$ cat src/lsu_pkg.sv
/*
 * lsu package
 * Shared widths, memory latency and operation encodings for the
 * memory-access stage. The store width codes reuse the encodings
 * of the matching signed loads.
 */
package lsu_pkg;

    // data path and field widths
    localparam int XLEN        = 64;
    localparam int ADDR_W      = 64;
    localparam int REG_ADDR_W  = 5;
    localparam int INST_W      = 32;

    // 256 doublewords of data memory
    localparam int RAM_DEPTH_W = 8;

    // cycles a request stays active, finish cycle included
    localparam int MEM_LATENCY = 2;

    typedef logic [XLEN-1:0] word_t;

    typedef enum logic [1:0] {
        MEM_NONE  = 2'b00,
        MEM_LOAD  = 2'b01,
        MEM_STORE = 2'b10,
        MEM_FENCE = 2'b11
    } mem_op_e;

    typedef enum logic [2:0] {
        LB  = 3'b000,
        LH  = 3'b001,
        LW  = 3'b010,
        LD  = 3'b011,
        LBU = 3'b100,
        LHU = 3'b101,
        LWU = 3'b110
    } ls_sel_e;

    // store widths share the signed load codes
    localparam ls_sel_e SB = LB;
    localparam ls_sel_e SH = LH;
    localparam ls_sel_e SW = LW;
    localparam ls_sel_e SD = LD;

endpackage

$ cat src/load_store.sv
/*
 * load_store
 * Memory-stage datapath. Decodes the access width, places store
 * data in its byte lanes with a matching write mask, extracts and
 * extends load data, and holds the pipeline until the data memory
 * reports that the access has finished.
 */
`timescale 1ns/10ps

module load_store
    import lsu_pkg::*;
(
    input  logic                  valid_i,
    input  mem_op_e               mem_op_i,
    input  ls_sel_e               ls_sel_i,
    input  logic                  rd_ena_i,
    input  logic [REG_ADDR_W-1:0] rd_addr_i,
    input  word_t                 rd_data_i,
    input  logic [ADDR_W-1:0]     ls_addr_i,
    input  logic [ADDR_W-1:0]     pc_i,
    input  logic [INST_W-1:0]     inst_i,
    input  word_t                 mem_rdata_i,
    input  logic                  mem_finish_i,

    output logic [ADDR_W-1:0]     mem_addr_o,
    output word_t                 mem_wdata_o,
    output logic [7:0]            mem_wmask_o,
    output logic                  mem_req_o,
    output logic                  mem_we_o,
    output logic                  mem_fence_o,
    output logic                  stall_o,
    output logic                  valid_o,
    output logic                  rd_ena_o,
    output logic [REG_ADDR_W-1:0] rd_addr_o,
    output word_t                 rd_data_o,
    output logic [ADDR_W-1:0]     pc_o,
    output logic [INST_W-1:0]     inst_o
);

    logic       mem_active;
    logic       is_load;
    logic       is_store;
    logic [5:0] byte_shift;
    logic [5:0] half_shift;
    logic [5:0] word_shift;
    word_t      rd_byte_w;
    word_t      rd_half_w;
    word_t      rd_word_w;
    word_t      load_data;
    word_t      store_data;
    logic [7:0] store_mask;

    assign mem_active = valid_i && (mem_op_i != MEM_NONE);
    assign is_load    = valid_i && (mem_op_i == MEM_LOAD);
    assign is_store   = valid_i && (mem_op_i == MEM_STORE);

    // bit offsets of the naturally aligned lane for each width
    assign byte_shift = {ls_addr_i[2:0], 3'b000};
    assign half_shift = {ls_addr_i[2:1], 4'b0000};
    assign word_shift = {ls_addr_i[2], 5'b00000};

    // store lane placement and byte mask
    always_comb begin
        case (ls_sel_i)
            SB: begin
                store_data = {{(XLEN-8){1'b0}}, rd_data_i[7:0]} << byte_shift;
                store_mask = 8'b0000_0001 << ls_addr_i[2:0];
            end
            SH: begin
                store_data = {{(XLEN-16){1'b0}}, rd_data_i[15:0]} << half_shift;
                store_mask = 8'b0000_0011 << {ls_addr_i[2:1], 1'b0};
            end
            SW: begin
                store_data = {{(XLEN-32){1'b0}}, rd_data_i[31:0]} << word_shift;
                store_mask = 8'b0000_1111 << {ls_addr_i[2], 2'b00};
            end
            SD: begin
                store_data = rd_data_i;
                store_mask = 8'b1111_1111;
            end
            default: begin
                store_data = '0;
                store_mask = 8'b0000_0000;
            end
        endcase
    end

    // move the addressed lane down to bit 0
    assign rd_byte_w = mem_rdata_i >> byte_shift;
    assign rd_half_w = mem_rdata_i >> half_shift;
    assign rd_word_w = mem_rdata_i >> word_shift;

    always_comb begin
        case (ls_sel_i)
            LB:      load_data = {{(XLEN-8){rd_byte_w[7]}}, rd_byte_w[7:0]};
            LH:      load_data = {{(XLEN-16){rd_half_w[15]}}, rd_half_w[15:0]};
            LW:      load_data = {{(XLEN-32){rd_word_w[31]}}, rd_word_w[31:0]};
            LD:      load_data = mem_rdata_i;
            LBU:     load_data = {{(XLEN-8){1'b0}}, rd_byte_w[7:0]};
            LHU:     load_data = {{(XLEN-16){1'b0}}, rd_half_w[15:0]};
            LWU:     load_data = {{(XLEN-32){1'b0}}, rd_word_w[31:0]};
            default: load_data = '0;
        endcase
    end

    // request stays up as a level until the finish pulse
    assign mem_req_o   = mem_active;
    assign mem_we_o    = is_store;
    assign mem_fence_o = mem_active && (mem_op_i == MEM_FENCE);
    assign mem_addr_o  = ls_addr_i;
    assign mem_wdata_o = is_store ? store_data : '0;
    assign mem_wmask_o = is_store ? store_mask : 8'b0000_0000;
    assign stall_o     = mem_active && !mem_finish_i;

    // results toward writeback
    assign valid_o   = valid_i;
    assign rd_ena_o  = rd_ena_i;
    assign rd_addr_o = rd_addr_i;
    assign rd_data_o = is_load ? load_data : rd_data_i;
    assign pc_o      = pc_i;
    assign inst_o    = inst_i;

endmodule

$ cat config.mk
export PLATFORM = sky130hd
export DESIGN_NAME = load_store
export DESIGN_NICKNAME = d
export VERILOG_FILES = /design/src/lsu_pkg.sv /design/src/load_store.sv
export SDC_FILE = /design/constraint.sdc
export NUM_CORES = 1
export LEC_CHECK = 0
export ABC_AREA = 1
export BUFFER_PORTS_ARGS = -buffer_cell sky130_fd_sc_hd__buf_4
export CAP_MARGIN = 15
export CORE_AREA = 3 3 234 236
export DETAILED_ROUTE_END_ITERATION = 8
export DIE_AREA = 0 0 237 239
export GPL_TIMING_DRIVEN = 0
export MAX_ROUTING_LAYER = met4
export PLACE_DENSITY_LB_ADDON = 0.12
export SLEW_MARGIN = 20
export SYNTH_ARGS = -nofsm -noshare
export SYNTH_HDL_FRONTEND = slang
export SYNTH_SLANG_ARGS = --single-unit
export TNS_END_PERCENT = 100
$ cat constraint.sdc
create_clock -name vclk -period 1.4
set_input_delay 0.14 -clock vclk [all_inputs]
set_output_delay 0.14 -clock vclk [all_outputs]
set_load 0.05 [all_outputs]
==> qor.yml <==
floorplan:
  core_um2: 52660
  rows: 84
  die_h_um: 239
  fp.dieW_um: 237
  dieArea_um2: 56640
  io_pins: 608
  start_util_pct: 10.69
timing:
  whs_ns: 0.5340
  fmax_mhz: 583.3
  rsz0062_at_grt: "yes"
  setup_slack_ns: -0.3142
  period_share_pct: 122.4
  hold_viol: 0
  maxSlewHeadroom_pct: 64.83
  slew_violations: 0
  tightestPinTransition_ns: 0.5275
  setup_viol: 136
  final.min_clock_period_ns: 1.714
run_status:
  status: "complete, but fails checks"
  violations: "negative setup slack"
cells_and_area:
  synthToLayoutAreaGrowth_pct: 174.1
  final_util_pct: 29.31
  nClkBuffers: 0
  fin_nets: 2004
  layout_common_cells: "500 x buf_4, 293 x nand2_1, 116 x buf_8"
  drive_above_1_share_pct: 71.25
  final_common_cell: "buf_4"
  seq_area_um2: 0
  seq_cell_count: 0
  design_area_um2: 15430
route:
  drt_iter0_drc: 554
  wirelength_um: 54820
  vias: 9775
  first_pass_iters: 5
  viasPerCell: 4.090
  avgRoutedWirePerCell_um: 22.94
  ant_nets: 0
  drc: 0
yosys:
  ys_seq_area_share_pct: 0
  synth_xor_area_share_pct: 0
  synth_top_family_by_area: "simple AND/OR/NAND/NOR gates"
  syn-instance-count: 1183
  ys_warn_count: 0
  post_synth.cell_area_avg_um2: 4.759
  synth_compound_area_share_pct: 16.42
  synth_nets: 1484
  synthSimpleGateAreaFrac_pct: 49.71
  yosysTopAreaCellShare_pct: 31.67
  synth_area_leaders: "nand2_1 32%, buf_4 23%, nand3_1 9.0%"
  synthAdderAreaFrac_pct: 0
  syn_area_um2: 5630
  synth_top_cell_by_area: "nand2_1"
  muxShareOfSynthArea_pct: 0
  synth_cell_types: 26
worst_hold_path:
  min_from: "inst_i[11]"
  whs_endpoint: "inst_o[11]"
  min_path_type: "input pin to primary output"
  whs_path_depth: 2
global_route:
  antenna_found_initial: 1
  global_route.usage.met3_pct: 2.677
  busiest_layer: "met2"
  grt_max_degree: 12
  grt_pass1_vias: 10020
  grt_util_met2_pct: 32.85
  grt-ovfl-total: 0
  grt_pass1_wl_um: 74090
  met1_usage_pct: 22.65
  grtUsageTotal_pct: 18.50
critical_path:
  crit_type: "input pin to primary output"
  crit_required_ns: 1.26
  critPathMaxFanout: 5
  cp-start-kind: "input pin"
  worst_setup_path_end_kind: "primary output"
  worstPathArrival_ns: 1.57
pwr:
  total_power_mw: 6.061
  leakagePower_nw: 7.378
  power_density_nw_per_um2: 392.8
  ir_drop_mv: 0.1712
place:
  dp_slack_ns: -1.104
  finalWeightedCongestion: 0.8856
  portBuffers: 435
  placed_area_um2: 11080
  dpl.hpwl_um: 45180
job:
  cap_violations: 0
clock_tree:
  postCtsHoldBufs: 0
==> critical path: stages <==
cell and delay [ns]:
buf_16 0.13, buf_12 0.15, nand2_4 0.06, inv_4 0.04
a21oi_4 0.16, nor2_4 0.05, a21oi_4 0.14, buf_6 0.17
buf_8 0.14, nand3_4 0.08, nand2_4 0.07, nand2_4 0.06
buf_8 0.15
==> what timing repair did <==
item	4_1_cts	5_1_grt
gates cloned	15	1
setup endpoints to repair	136	136
pin swaps	100	72
resized for setup	693	229
setup buffers	56	13
==> synthesized netlist by cell type <==
| library cell | n |
|---|---|
| buf_2 | 30 |
| a31oi_1 | 12 |
| inv_2 | 6 |
| a22oi_1 | 16 |
| buf_1 | 7 |
| clkinv_1 | 3 |
| nor2_4 | 2 |
| o21ai_1 | 2 |
| a21oi_2 | 1 |
| a21oi_1 | 61 |
| nand3_2 | 2 |
| clkbuf_1 | 31 |
| nor2_2 | 1 |
| o211ai_1 | 10 |
| nand2_1 | 475 |
| nand3_1 | 101 |
| buf_4 | 171 |
| o21ai_0 | 40 |
| o21ai_4 | 1 |
| nand2_2 | 5 |
| nor3_4 | 1 |
| o21ai_2 | 3 |
| nand4_1 | 2 |
| nor2_1 | 107 |
| inv_1 | 79 |
| o22ai_1 | 14 |
==> power breakdown <==
group          internal (mW)  leakage [nW]  switching, mW
clock           0.0000000957    0.00000634              0
combinational           2.33          7.38           3.73
sequential                 0             0              0
total                   2.33          7.38           3.73
==> how the worst max path moves through the flow <==
stage                  from               to  slack [ns]
4_1_cts        ls_addr_i[2]    rd_data_o[58]       -0.33
5_1_grt        ls_addr_i[2]    rd_data_o[49]       -0.37
6_report       ls_addr_i[2]    rd_data_o[45]       -0.31
3_3_place_gp   ls_addr_i[2]  mem_wdata_o[37]       -1.13
3_5_place_dp   ls_addr_i[2]  mem_wdata_o[37]       -1.10
2_1_floorplan   ls_sel_i[1]  mem_wdata_o[48]       -0.20
==> layer usage <==
layer	share of wire [%]	routed length, um	up-vias
met4	2.0	1088	0
li1	-	-	4640
met5	0	0	-
met3	5.7	3147	46
met2	51	27920	397
met1	41	22660	4692
==> cell families (layout without fill, tap and decap cells) <==
kind of cell    Yosys count  in the layout
simple gates            696            698
buf+inv                 327            842
compound gates          160            161
other cells               0              1
==> through the flow <==
stage                     std cells  setup TNS, ns
after detailed placement       2306        -117.39
after CTS                      2377         -32.46
after global routing           2390         -38.82
after floorplan                1183         -13.73
final                          2390         -31.39
after global placement         2306        -118.39
==> cell type report <==
class | instances | area [um2]
Fill cell | 5797 | 37220
Multi-Input combinational cell | 859 | 6680
Timing Repair Buffer | 515 | 5341
Buffer | 239 | 2110
Tap cell | 688 | 860.8
Inverter | 88 | 436.7
Antenna cell | 1 | 2.502
No activity file was read; power rests on OpenSTA's default activity.
