**src/lsu_pkg.sv**
```systemverilog
/*
 * lsu package
 * Shared widths, memory latency and operation encodings for the
 * memory-access stage. The store width codes reuse the encodings
 * of the matching signed loads.
 */
package lsu_pkg;

    // data path and field widths
    localparam int XLEN        = 64;
    localparam int ADDR_W      = 64;
    localparam int REG_ADDR_W  = 5;
    localparam int INST_W      = 32;

    // 256 doublewords of data memory
    localparam int RAM_DEPTH_W = 8;

    // cycles a request stays active, finish cycle included
    localparam int MEM_LATENCY = 2;

    typedef logic [XLEN-1:0] word_t;

    typedef enum logic [1:0] {
        MEM_NONE  = 2'b00,
        MEM_LOAD  = 2'b01,
        MEM_STORE = 2'b10,
        MEM_FENCE = 2'b11
    } mem_op_e;

    typedef enum logic [2:0] {
        LB  = 3'b000,
        LH  = 3'b001,
        LW  = 3'b010,
        LD  = 3'b011,
        LBU = 3'b100,
        LHU = 3'b101,
        LWU = 3'b110
    } ls_sel_e;

    // store widths share the signed load codes
    localparam ls_sel_e SB = LB;
    localparam ls_sel_e SH = LH;
    localparam ls_sel_e SW = LW;
    localparam ls_sel_e SD = LD;

endpackage

```
**src/ex_mem_reg.sv**
```systemverilog
/*
 * ex_mem_reg
 * Pipeline register between execute and memory. Captures the
 * execute-side fields on every edge without a stall and holds
 * them while the memory stage is busy.
 */
`timescale 1ns/10ps

module ex_mem_reg
    import lsu_pkg::*;
(
    input  logic                  clk,
    input  logic                  rst_n_i,
    input  logic                  stall_i,

    input  logic                  valid_i,
    input  mem_op_e               mem_op_i,
    input  ls_sel_e               ls_sel_i,
    input  logic                  rd_ena_i,
    input  logic [REG_ADDR_W-1:0] rd_addr_i,
    input  word_t                 rd_data_i,
    input  logic [ADDR_W-1:0]     ls_addr_i,
    input  logic [ADDR_W-1:0]     pc_i,
    input  logic [INST_W-1:0]     inst_i,

    output logic                  valid_o,
    output mem_op_e               mem_op_o,
    output ls_sel_e               ls_sel_o,
    output logic                  rd_ena_o,
    output logic [REG_ADDR_W-1:0] rd_addr_o,
    output word_t                 rd_data_o,
    output logic [ADDR_W-1:0]     ls_addr_o,
    output logic [ADDR_W-1:0]     pc_o,
    output logic [INST_W-1:0]     inst_o
);

    always_ff @(posedge clk or negedge rst_n_i) begin
        if (!rst_n_i) begin
            valid_o   <= 1'b0;
            mem_op_o  <= MEM_NONE;
            ls_sel_o  <= LB;
            rd_ena_o  <= 1'b0;
            rd_addr_o <= '0;
            rd_data_o <= '0;
            ls_addr_o <= '0;
            pc_o      <= '0;
            inst_o    <= '0;
        end else if (!stall_i) begin
            valid_o   <= valid_i;
            mem_op_o  <= mem_op_i;
            ls_sel_o  <= ls_sel_i;
            rd_ena_o  <= rd_ena_i;
            rd_addr_o <= rd_addr_i;
            rd_data_o <= rd_data_i;
            ls_addr_o <= ls_addr_i;
            pc_o      <= pc_i;
            inst_o    <= inst_i;
        end
    end

endmodule

```
**config.mk**
```make
export PLATFORM = sky130hd
export DESIGN_NAME = ex_mem_reg
export DESIGN_NICKNAME = d
export VERILOG_FILES = /design/src/lsu_pkg.sv /design/src/ex_mem_reg.sv
export SDC_FILE = /design/constraint.sdc
export NUM_CORES = 1
export LEC_CHECK = 0
export ABC_CLOCK_PERIOD_IN_PS = 800
export BUFFER_PORTS_ARGS = -buffer_cell sky130_fd_sc_hd__buf_2
export CAP_MARGIN = 20
export CORE_AREA = 2 2 187 189
export DETAILED_ROUTE_END_ITERATION = 8
export DIE_AREA = 0 0 189 191
export MAX_ROUTING_LAYER = met4
export REMOVE_ABC_BUFFERS = 1
export SYNTH_ARGS = -nofsm -noshare
export SYNTH_HDL_FRONTEND = slang
export SYNTH_SLANG_ARGS = --single-unit
```
**constraint.sdc**
```tcl
create_clock -name clk -period 0.8 [get_ports clk]
set_input_delay 0.16 -clock clk [delete_from_list [all_inputs] [get_ports clk]]
set_output_delay 0.16 -clock clk [all_outputs]
set_load 0.03 [all_outputs]
```
==> flow_metrics.tcl, run 1 <==
set metrics [dict create \
    syn_to_final_growth_pct 97.1 \
    viasPerCell 4.21 \
    netlist.top_cell.by_area "dfrtp_1" \
    p_switching_mw 10.4 \
    ys_seq_elements 236 \
    rsz0062_at_grt "true" \
    clock_path_buffers 3 \
    totalWireLength_um 31600 \
    grtUsageMet3_pct 3.27 \
    place_ws_ns -0.398 \
    finClkSkew_ns 0 \
    grt.met2_usage_pct 31.5 \
    worstSetupPathType "flip-flop to primary output" \
    grtUsageTotal_pct 16.9 \
    p_clk_share_pct 34.4 \
    vias 7462 \
    critPathMaxFanout 2 \
    gp_congestion 0.783 \
    clkSlewWorstSetupHoldPaths_ns 0.06 \
    irDropWorstVdd_v 0.00155 \
    violations "negative setup slack" \
    avgRoutedWirePerCell_um 17.8 \
    synth.area.top_cells "dfrtp_1 (66%), mux2_2 (25%), mux2_4 (6.7%)" \
    cp.required_ns 0.64 \
    crit_chain "buf_6" \
    finalMaxSlewViolations 0 \
    relSlewSlack_pct 84.0 \
    final_antenna_net_count 0 \
    numCtsBuffers 27 \
    clkSinkCount 236 \
    synthCells 498 \
    fp.dieW_um 189 \
    antenna_found_initial 1 \
    cts_tree "built" \
    dp.cells 1438 \
    cts_root_buf "clkbuf_16" \
    die_h_um 191 \
    worstPathArrival_ns 1.11 \
    grt_max_degree 35 \
    worst_setup_path_end_kind "primary output" \
    fmax_mhz 785 \
    grt_pass1_wl_um 47000 \
    power_density_mw_per_mm2 2080 \
    grt_busiest_layer "met2" \
    crit_family "flip-flops" \
    port_buffers 474 \
    fp-row-count 68 \
    tns_ns -105.55 \
    grt_pass1_vias 8364 \
    share_seq_of_total_power_pct 38.6 \
    slowest_stage "dfrtp_2" \
    slowest_delay_ns 0.44 \
    initial_core_util_pct 26.1 \
    multi_input_area_mm2 0.00298 \
    fin_total_pwr_mw 36.6 \
    synth_top_cell_area_share_pct 66.3 \
    die_area_mm2 0.0361 \
    grt_use_met1_pct 18.4 \
    final_cells 1774 \
    hpwl_um 19200 \
    htreeDepth 1 \
    min_period_ns 1.27 \
    hold_violations 0 \
    worst_slack_ns -0.474 \
    seqCellArea_mm2 0.00591 \
    io_pins 475 \
    min_path_type "primary input to async pin" \
    nets 1538 \
    p_comb_share_pct 26.9 \
    grt.overflow.total 0 \
    swShare_pct 28.5 \
    route.detailed.drc 0 \
    fillers 2697 \
    power_leakage_nw 8.38 \
    drt_iter0_markers 202 \
    worst_slew_pin_slew_ns 0.240 \
    yosysWarnings 0 \
    core_area_mm2 0.0341 \
    power.internal_mw 26.1 \
    synth_seq_area_share_pct 66.3 \
    clock_latency_ns 0.52 \
    path_buf_inv 1 \
    status "finished with violations" \
    drtPass1Iterations 4 \
    synth_area_mm2 0.00890 \
    avgSynthCellArea_um2 17.9 \
    finalCritPeriodShare_pct 159 \
    synth.distinct_cells 6 \
    setup_viol 289 \
    cp-start-kind "flip-flop" \
    layout-drive-gt1-share_pct 64.0 \
    max_cap_violations 0 \
]
kinds of logic (layout without fill, tap and decap cells):
| logic type | Yosys count | after routing | synth area share [%] |
|---|---|---|---|
| muxes | 236 | 236 | 31.5 |
| DFF | 236 | 236 | 66.3 |
| buffers and inverters | 26 | 846 | 2.12 |
| other | 0 | 1 | 0 |
path summary, 6_finish.rpt:
kind                          startpoint            end  slack [ns]  cells after the start
setup reg to reg           rd_data_o[53]  rd_data_o[53]       -0.23                      3
hold reg to reg                 pc_o[46]       pc_o[46]        0.53                      1
max in group asynchronous        rst_n_i  ls_addr_o[22]        0.14                      4
hold / removal                   rst_n_i       pc_o[33]        0.06                      2
min in group clk                 stall_i  rd_data_o[62]        0.06                      2
setup / recovery           rd_data_o[19]  rd_data_o[19]       -0.47                      1
routing by layer:
metal | share of wire [%] | vias to the layer above
met3 | 5.6 | 41
met4 | 1.9 | 0
met2 | 55 | 300
met5 | 0 | -
met1 | 37 | 3780
li1 | - | 3341
registers in the layout, indices dropped and copies added, names as in the netlist:
register   count
valid_o        1
inst_o        32
rd_data_o     64
ls_addr_o     64
ls_sel_o       3
rd_ena_o       1
mem_op_o       2
pc_o          64
rd_addr_o      5
power by group through the flow:
stage                     combinational [mW]  sequential (mW)  clock, mW
after floorplan                         1.36             16.3          0
after global routing                    10.3             14.2       13.5
after detailed placement                6.78             13.9          0
final                                   9.85             14.1       12.6
after global placement                  6.71             13.9          0
after CTS                               9.34             14.0       13.0
Yosys cell counts:
cell	instances
dfrtp_1	236
mux2_2	196
mux2_4	40
buf_4	11
buf_2	10
buf_6	5
cell usage in the layout (no fill, tap or decap), drive strengths merged:
master / netlist / final
diode: 0 / 1
dfrtp: 236 / 236
bufinv: 0 / 3
clkbuf: 0 / 36
buf: 26 / 561
clkinv: 0 / 7
mux2: 236 / 236
dlygate4sd3: 0 / 237
inv: 0 / 1
clkinvlp: 0 / 1
metrics by stage:
stage,cell area [um^2],hold slack (ns),util (%)
2_1_floorplan,8710,-0.136,-
3_3_place_gp,12100,0.0271,35.5
3_5_place_dp,12100,0.0281,35.5
4_1_cts,17100,0.0244,50.1
5_1_grt,17500,0.0343,51.4
6_report,17500,0.0575,51.4
area by class of cell:
class                      instances  area share (%)
timing repair buffer             798            40.9
sequential                       236            33.7
multi-input combinational        236            17.0
clock buffer                      36            4.39
tap                              455            3.24
clock inverter                    12           0.827
antenna                            1          0.0143
repair_timing:
action | CTS | global route
setup endpoints to repair | 238 | 298
resized for setup | 482 | 69
setup buffers | 23 | 31
pin swaps | 0 | 0
hold endpoints to repair | 472 | 0
hold buffers | 237 | 0
Power figures use the tool's default switching activity.
==> inputs of run 2 (changes only) <==
--- a/config.mk
+++ b/config.mk
@@ -5,12 +5,12 @@
 export SDC_FILE = /design/constraint.sdc
 export NUM_CORES = 1
 export LEC_CHECK = 0
-export ABC_CLOCK_PERIOD_IN_PS = 800
+export ABC_CLOCK_PERIOD_IN_PS = 1100
 export BUFFER_PORTS_ARGS = -buffer_cell sky130_fd_sc_hd__buf_2
 export CAP_MARGIN = 20
-export CORE_AREA = 2 2 187 189
+export CORE_AREA = 2 2 185 187
 export DETAILED_ROUTE_END_ITERATION = 8
-export DIE_AREA = 0 0 189 191
+export DIE_AREA = 0 0 187 189
 export MAX_ROUTING_LAYER = met4
 export REMOVE_ABC_BUFFERS = 1
 export SYNTH_ARGS = -nofsm -noshare
==> constraint.sdc (replaced) <==
create_clock -name clk -period 1.1 [get_ports clk]
set_input_delay 0.22 -clock clk [delete_from_list [all_inputs] [get_ports clk]]
set_output_delay 0.22 -clock clk [all_outputs]
set_load 0.03 [all_outputs]
==> run 2 against run 1 <==
Net effect:
- the run still ends with negative setup slack left
- power shrank 26%
- critical path depth stayed put
- register-to-register slack gained 0.29 ns
- critical path type unchanged
- largest cell class unchanged
==> flow_metrics.tcl, run 2 (synthesized netlist as in run 1, its figures left out) <==
set metrics [dict create \
    tns_ns -43.43 \
    fillers 2559 \
    power_density_mw_per_mm2 1560 \
    worst_slack_ns -0.274 \
    crit_family "flip-flops" \
    power_leakage_nw 8.16 \
    grt_max_degree 36 \
    swShare_pct 28.2 \
    numCtsBuffers 27 \
    syn_to_final_growth_pct 93.8 \
    irDropWorstVdd_v 0.00121 \
    cts_root_buf "clkbuf_16" \
    min_period_ns 1.37 \
    route.detailed.drc 0 \
    antenna_found_initial 1 \
    worst_setup_path_end_kind "primary output" \
    reg.largest.list "ls_addr_o x64, pc_o x64, rd_data_o x64" \
    drt_iter0_markers 186 \
    slowest_stage "dfrtp_1" \
    finalCritPeriodShare_pct 125 \
    cts_tree "built" \
    grt_pass1_wl_um 47700 \
    totalWireLength_um 31400 \
    critPathMaxFanout 2 \
    worstPathArrival_ns 1.15 \
    die_area_mm2 0.0353 \
    die_h_um 189 \
    grt_pass1_vias 8504 \
    relSlewSlack_pct 75.5 \
    layout.cells.most_common "dlygate4sd3_1" \
    grtUsageTotal_pct 17.4 \
    port_buffers 474 \
    share_seq_of_total_power_pct 38.0 \
    p_comb_share_pct 25.7 \
    cp.required_ns 0.88 \
    p_clk_share_pct 36.3 \
    finish.utilization_pct 51.8 \
    p_switching_mw 7.62 \
    vias 7464 \
    final_cell_mix "dlygate4sd3_1 (237), buf_2 (236), buf_6 (236)" \
    layout-drive-gt1-share_pct 64.1 \
    final_antenna_net_count 0 \
    viasPerCell 4.21 \
    clkSinkCount 236 \
    slowest_delay_ns 0.45 \
    fin_total_pwr_mw 27.0 \
    max_cap_violations 0 \
    nets 1541 \
    fp-row-count 67 \
    finalMaxSlewViolations 0 \
    htreeDepth 1 \
    dp.cells 1428 \
    rsz0062_at_grt "true" \
    min_path_type "primary input to async pin" \
    avgRoutedWirePerCell_um 17.7 \
    hold_violations 0 \
    clock_latency_ns 0.52 \
    fmax_mhz 728 \
    hpwl_um 18300 \
    drtPass1Iterations 4 \
    core_area_mm2 0.0333 \
    crit_chain "buf_6" \
    path_buf_inv 1 \
    setup_viol 236 \
    grt.overflow.total 0 \
    final_cells 1771 \
    status "finished with violations" \
    power.internal_mw 19.4 \
    io_pins 475 \
    cp-start-kind "flip-flop" \
    clkSlewWorstSetupHoldPaths_ns 0.07 \
    worst_slew_pin_slew_ns 0.368 \
    worstSetupPathType "flip-flop to primary output" \
    initial_core_util_pct 26.7 \
    gp_congestion 0.772 \
    fp.dieW_um 187 \
    clock_path_buffers 3 \
    finClkSkew_ns 0 \
    violations "negative setup slack" \
    fin_hold_ws_ns 0.200 \
]
run 2: cell count changes in the layout (fill, tap and decap cells not counted), moves of 2 or more:
cell / previous run / this run
mux2_2: 151 / 196
mux2_4: 85 / 40
buf_4: 42 / 84
buf_6: 268 / 236
buf_12: 13 / 6
bufinv_16: 3 / 5
run 2: layout make-up:
type | instances | area (um^2) | share of cell area, %
Antenna cell | 1 | 2.50 | 0.0145
Clock inverter | 11 | 191 | 1.11
Sequential cell | 236 | 5910 | 34.3
Multi-Input combinational cell | 236 | 2810 | 16.3
Tap cell | 448 | 561 | 3.25
Timing Repair Buffer | 801 | 6990 | 40.5
Clock buffer | 38 | 787 | 4.56
run 2: power by group through the flow:
| stage | Combinational, mW | Sequential, mW | Clock [mW] |
|---|---|---|---|
| global route | 7.24 | 10.3 | 10.5 |
| CTS | 6.66 | 10.2 | 10.0 |
| detailed placement | 4.86 | 10.1 | 0 |
| global placement | 4.82 | 10.1 | 0 |
| finish | 6.95 | 10.3 | 9.79 |
| floorplan | 0.988 | 11.9 | 0 |
run 2: final timing paths:
kind,startpoint,end,slack (ns),depth (start not counted)
setup / recovery,rd_data_o[48],rd_data_o[48],-0.27,1
hold / removal,rst_n_i,pc_o[8],0.20,2
setup reg to reg,ls_addr_o[48],ls_addr_o[48],0.06,3
hold reg to reg,pc_o[30],pc_o[30],0.53,1
max in group asynchronous,rst_n_i,inst_o[6],0.38,3
min in group clk,stall_i,ls_addr_o[9],0.26,3
run 2: stage by stage:
stage / instance area, um^2 / setup slack [ns]
6_report: 17200 / -0.274
5_1_grt: 17200 / -0.297
4_1_cts: 17000 / -0.288
3_5_place_dp: 12000 / -0.118
3_3_place_gp: 12000 / -0.0984
2_1_floorplan: 8710 / 0.217
run 2: per-layer routing:
layer,GRT usage [%],vias up,share of wire (%),wire length [um]
li1,-,3360,-,-
met1,19.3,3694,38,12000
met2,31.3,359,52,16400
met3,3.91,51,6.7,2090
met4,5.25,0,2.8,870
met5,-,-,0,0
run 2: repair_timing:
item / CTS / global route
setup endpoints to repair: 236 / 236
hold buffers: 237 / 0
hold endpoints to repair: 472 / 0
setup buffers: 19 / 37
pin swaps: 0 / 0
gates resized for setup: 474 / 0
==> inputs of run 3 (changes only) <==
--- a/config.mk
+++ b/config.mk
@@ -12,7 +12,6 @@
 export DETAILED_ROUTE_END_ITERATION = 8
 export DIE_AREA = 0 0 187 189
 export MAX_ROUTING_LAYER = met4
-export REMOVE_ABC_BUFFERS = 1
 export SYNTH_ARGS = -nofsm -noshare
 export SYNTH_HDL_FRONTEND = slang
 export SYNTH_SLANG_ARGS = --single-unit
==> run 3 against run 2 <==
Net effect:
- the run still ends with negative setup slack left
- clock-buffer cell count rose by 5
- utilization barely moved
- hold slack got worse by 0.072 ns
- wire length rose by 0.14%
- sequential share of layout area barely moved
- register-to-register slack barely moved
- critical endpoint is now ls_addr_o[44]
- worst setup slack improved by 0.011 ns
- clock skew did not move
- largest power group unchanged
==> flow_metrics.tcl, run 3 (synthesized netlist as in run 1, its figures left out) <==
set metrics [dict create \
    cp.required_ns 0.88 \
    cp-start-kind "flip-flop" \
    slowest_stage "dfrtp_1" \
    relSlewSlack_pct 79.2 \
    worstSetupPathType "flip-flop to primary output" \
    drtPass1Iterations 5 \
    viasPerCell 4.22 \
    rsz0062_at_grt "true" \
    nets 1545 \
    fin_total_pwr_mw 26.3 \
    core_area_mm2 0.0333 \
    placed_cell_area_mm2 0.0120 \
    htreeDepth 1 \
    path_buf_inv 1 \
    die_area_mm2 0.0353 \
    numCtsBuffers 27 \
    power_density_mw_per_mm2 1520 \
    final_antenna_net_count 0 \
    totalWireLength_um 31400 \
    grt.overflow.total 0 \
    reg.largest.list "ls_addr_o x64, pc_o x64, rd_data_o x64" \
    crit_family "flip-flops" \
    route.detailed.drc 0 \
    antenna_found_initial 1 \
    violations "negative setup slack" \
    drt_iter0_markers 156 \
    fp.dieW_um 187 \
    hold_violations 0 \
    finalMaxSlewViolations 0 \
    syn_to_final_growth_pct 93.9 \
    worstPathArrival_ns 1.14 \
    final_cells 1775 \
    min_path_type "primary input to flip-flop" \
    dp.cells 1421 \
    synth_nets 737 \
    cts_tree "built" \
    clock_latency_ns 0.53 \
    vias 7490 \
    grt_pass1_wl_um 47500 \
    port_buffers 474 \
    fillers 2617 \
    finalCritPeriodShare_pct 124 \
    status "finished with violations" \
    fmax_mhz 734 \
    fp-row-count 67 \
    design_area_mm2 0.0173 \
    clkSinkCount 236 \
    gp_congestion 0.809 \
    setup_viol 236 \
    cts_root_buf "clkbuf_16" \
    clkSlewWorstSetupHoldPaths_ns 0.06 \
    io_pins 475 \
    fin_hold_ws_ns 0.128 \
    grtUsageTotal_pct 17.6 \
    worst_slack_ns -0.263 \
    critPathMaxFanout 2 \
    layout.cells.most_common "dlygate4sd3_1" \
    hpwl_um 19300 \
    avgRoutedWirePerCell_um 17.7 \
    final_cell_mix "dlygate4sd3_1 (237), buf_2 (236), dfrtp_1 (236), buf_6 (236), mux2_2 (196)" \
    clock_path_buffers 3 \
    power_leakage_nw 8.17 \
    grt_pass1_vias 8414 \
    grt_max_degree 44 \
    crit_chain "buf_6" \
    worst_setup_path_end_kind "primary output" \
    finClkSkew_ns 0 \
    slowest_delay_ns 0.44 \
    irDropWorstVdd_v 0.00102 \
    layout-drive-gt1-share_pct 63.9 \
    max_cap_violations 0 \
    die_h_um 189 \
    worst_slew_pin_slew_ns 0.312 \
    min_period_ns 1.36 \
    initial_core_util_pct 26.7 \
]
run 3: cell types whose count changed in the layout (fill, tap and decap cells not counted):
| cell | change |
|---|---|
| clkinv_8 | -1 |
| clkinv_4 | +1 |
| inv_6 | +1 |
| dfrtp_2 | -2 |
| buf_12 | +5 |
| clkbuf_1 | +2 |
| clkinv_2 | -3 |
| clkbuf_8 | +3 |
| bufinv_16 | -4 |
| buf_4 | -1 |
| inv_8 | +1 |
| dfrtp_1 | +2 |
run 3: worst paths after layout:
check | startpoint | end | slack, ns | depth (start not counted)
setup / recovery | ls_addr_o[44] | ls_addr_o[44] | -0.26 | 1
max in group asynchronous | rst_n_i | ls_addr_o[47] | 0.38 | 3
setup reg to reg | mem_op_o[0] | mem_op_o[0] | 0.06 | 3
hold / removal | stall_i | ls_addr_o[10] | 0.13 | 2
hold reg to reg | ls_addr_o[61] | ls_addr_o[61] | 0.53 | 1
min in group asynchronous | rst_n_i | rd_addr_o[4] | 0.14 | 2
run 3: what timing repair did:
item / 4_1_cts / 5_1_grt
endpoints found under the setup margin: 236 / 236
buffers inserted: 27 / 40
gates resized for setup: 472 / 0
hold buffers: 237 / 0
endpoints found under the hold margin: 472 / 0
pin swaps: 0 / 0
run 3: metal layers:
metal | track usage (%) | part of all wire (%) | up-vias
met5 | - | 0 | -
met4 | 7.69 | 4.3 | 0
met3 | 3.76 | 5.9 | 86
met2 | 31.4 | 53 | 319
met1 | 18.8 | 37 | 3710
li1 | - | - | 3375
run 3: through the flow:
stage | setup slack [ns] | TNS (ns) | util [%]
2_1_floorplan | 0.0310 | 0 | -
3_3_place_gp | -0.119 | -16.01 | 36.1
4_1_cts | -0.292 | -50.73 | 51.0
5_1_grt | -0.299 | -55.89 | 51.9
3_5_place_dp | -0.137 | -16.97 | 36.1
6_report | -0.263 | -45.25 | 51.9
run 3: worst register-to-register path, cell delays in order (launching register included):
cell and delay [ns]:
dfrtp_1 0.41, buf_4 0.15, buf_4 0.12, mux2_4 0.25
run 3: cell type report:
type / instances / area, um^2 / area share, %
clock buffer: 43 / 836 / 4.84
multi-input combinational: 236 / 2810 / 16.3
tap: 448 / 561 / 3.25
sequential: 236 / 5910 / 34.2
clock inverter: 6 / 68.8 / 0.399
timing repair buffer: 805 / 7080 / 41.0
antenna: 1 / 2.50 / 0.0145
run 3: power breakdown:
group / switching, mW / internal (mW) / total (mW)
clock network: 3.61 / 5.43 / 9.04
logic: 3.30 / 3.72 / 7.02
registers: 0.686 / 9.56 / 10.2
total: 7.60 / 18.7 / 26.3
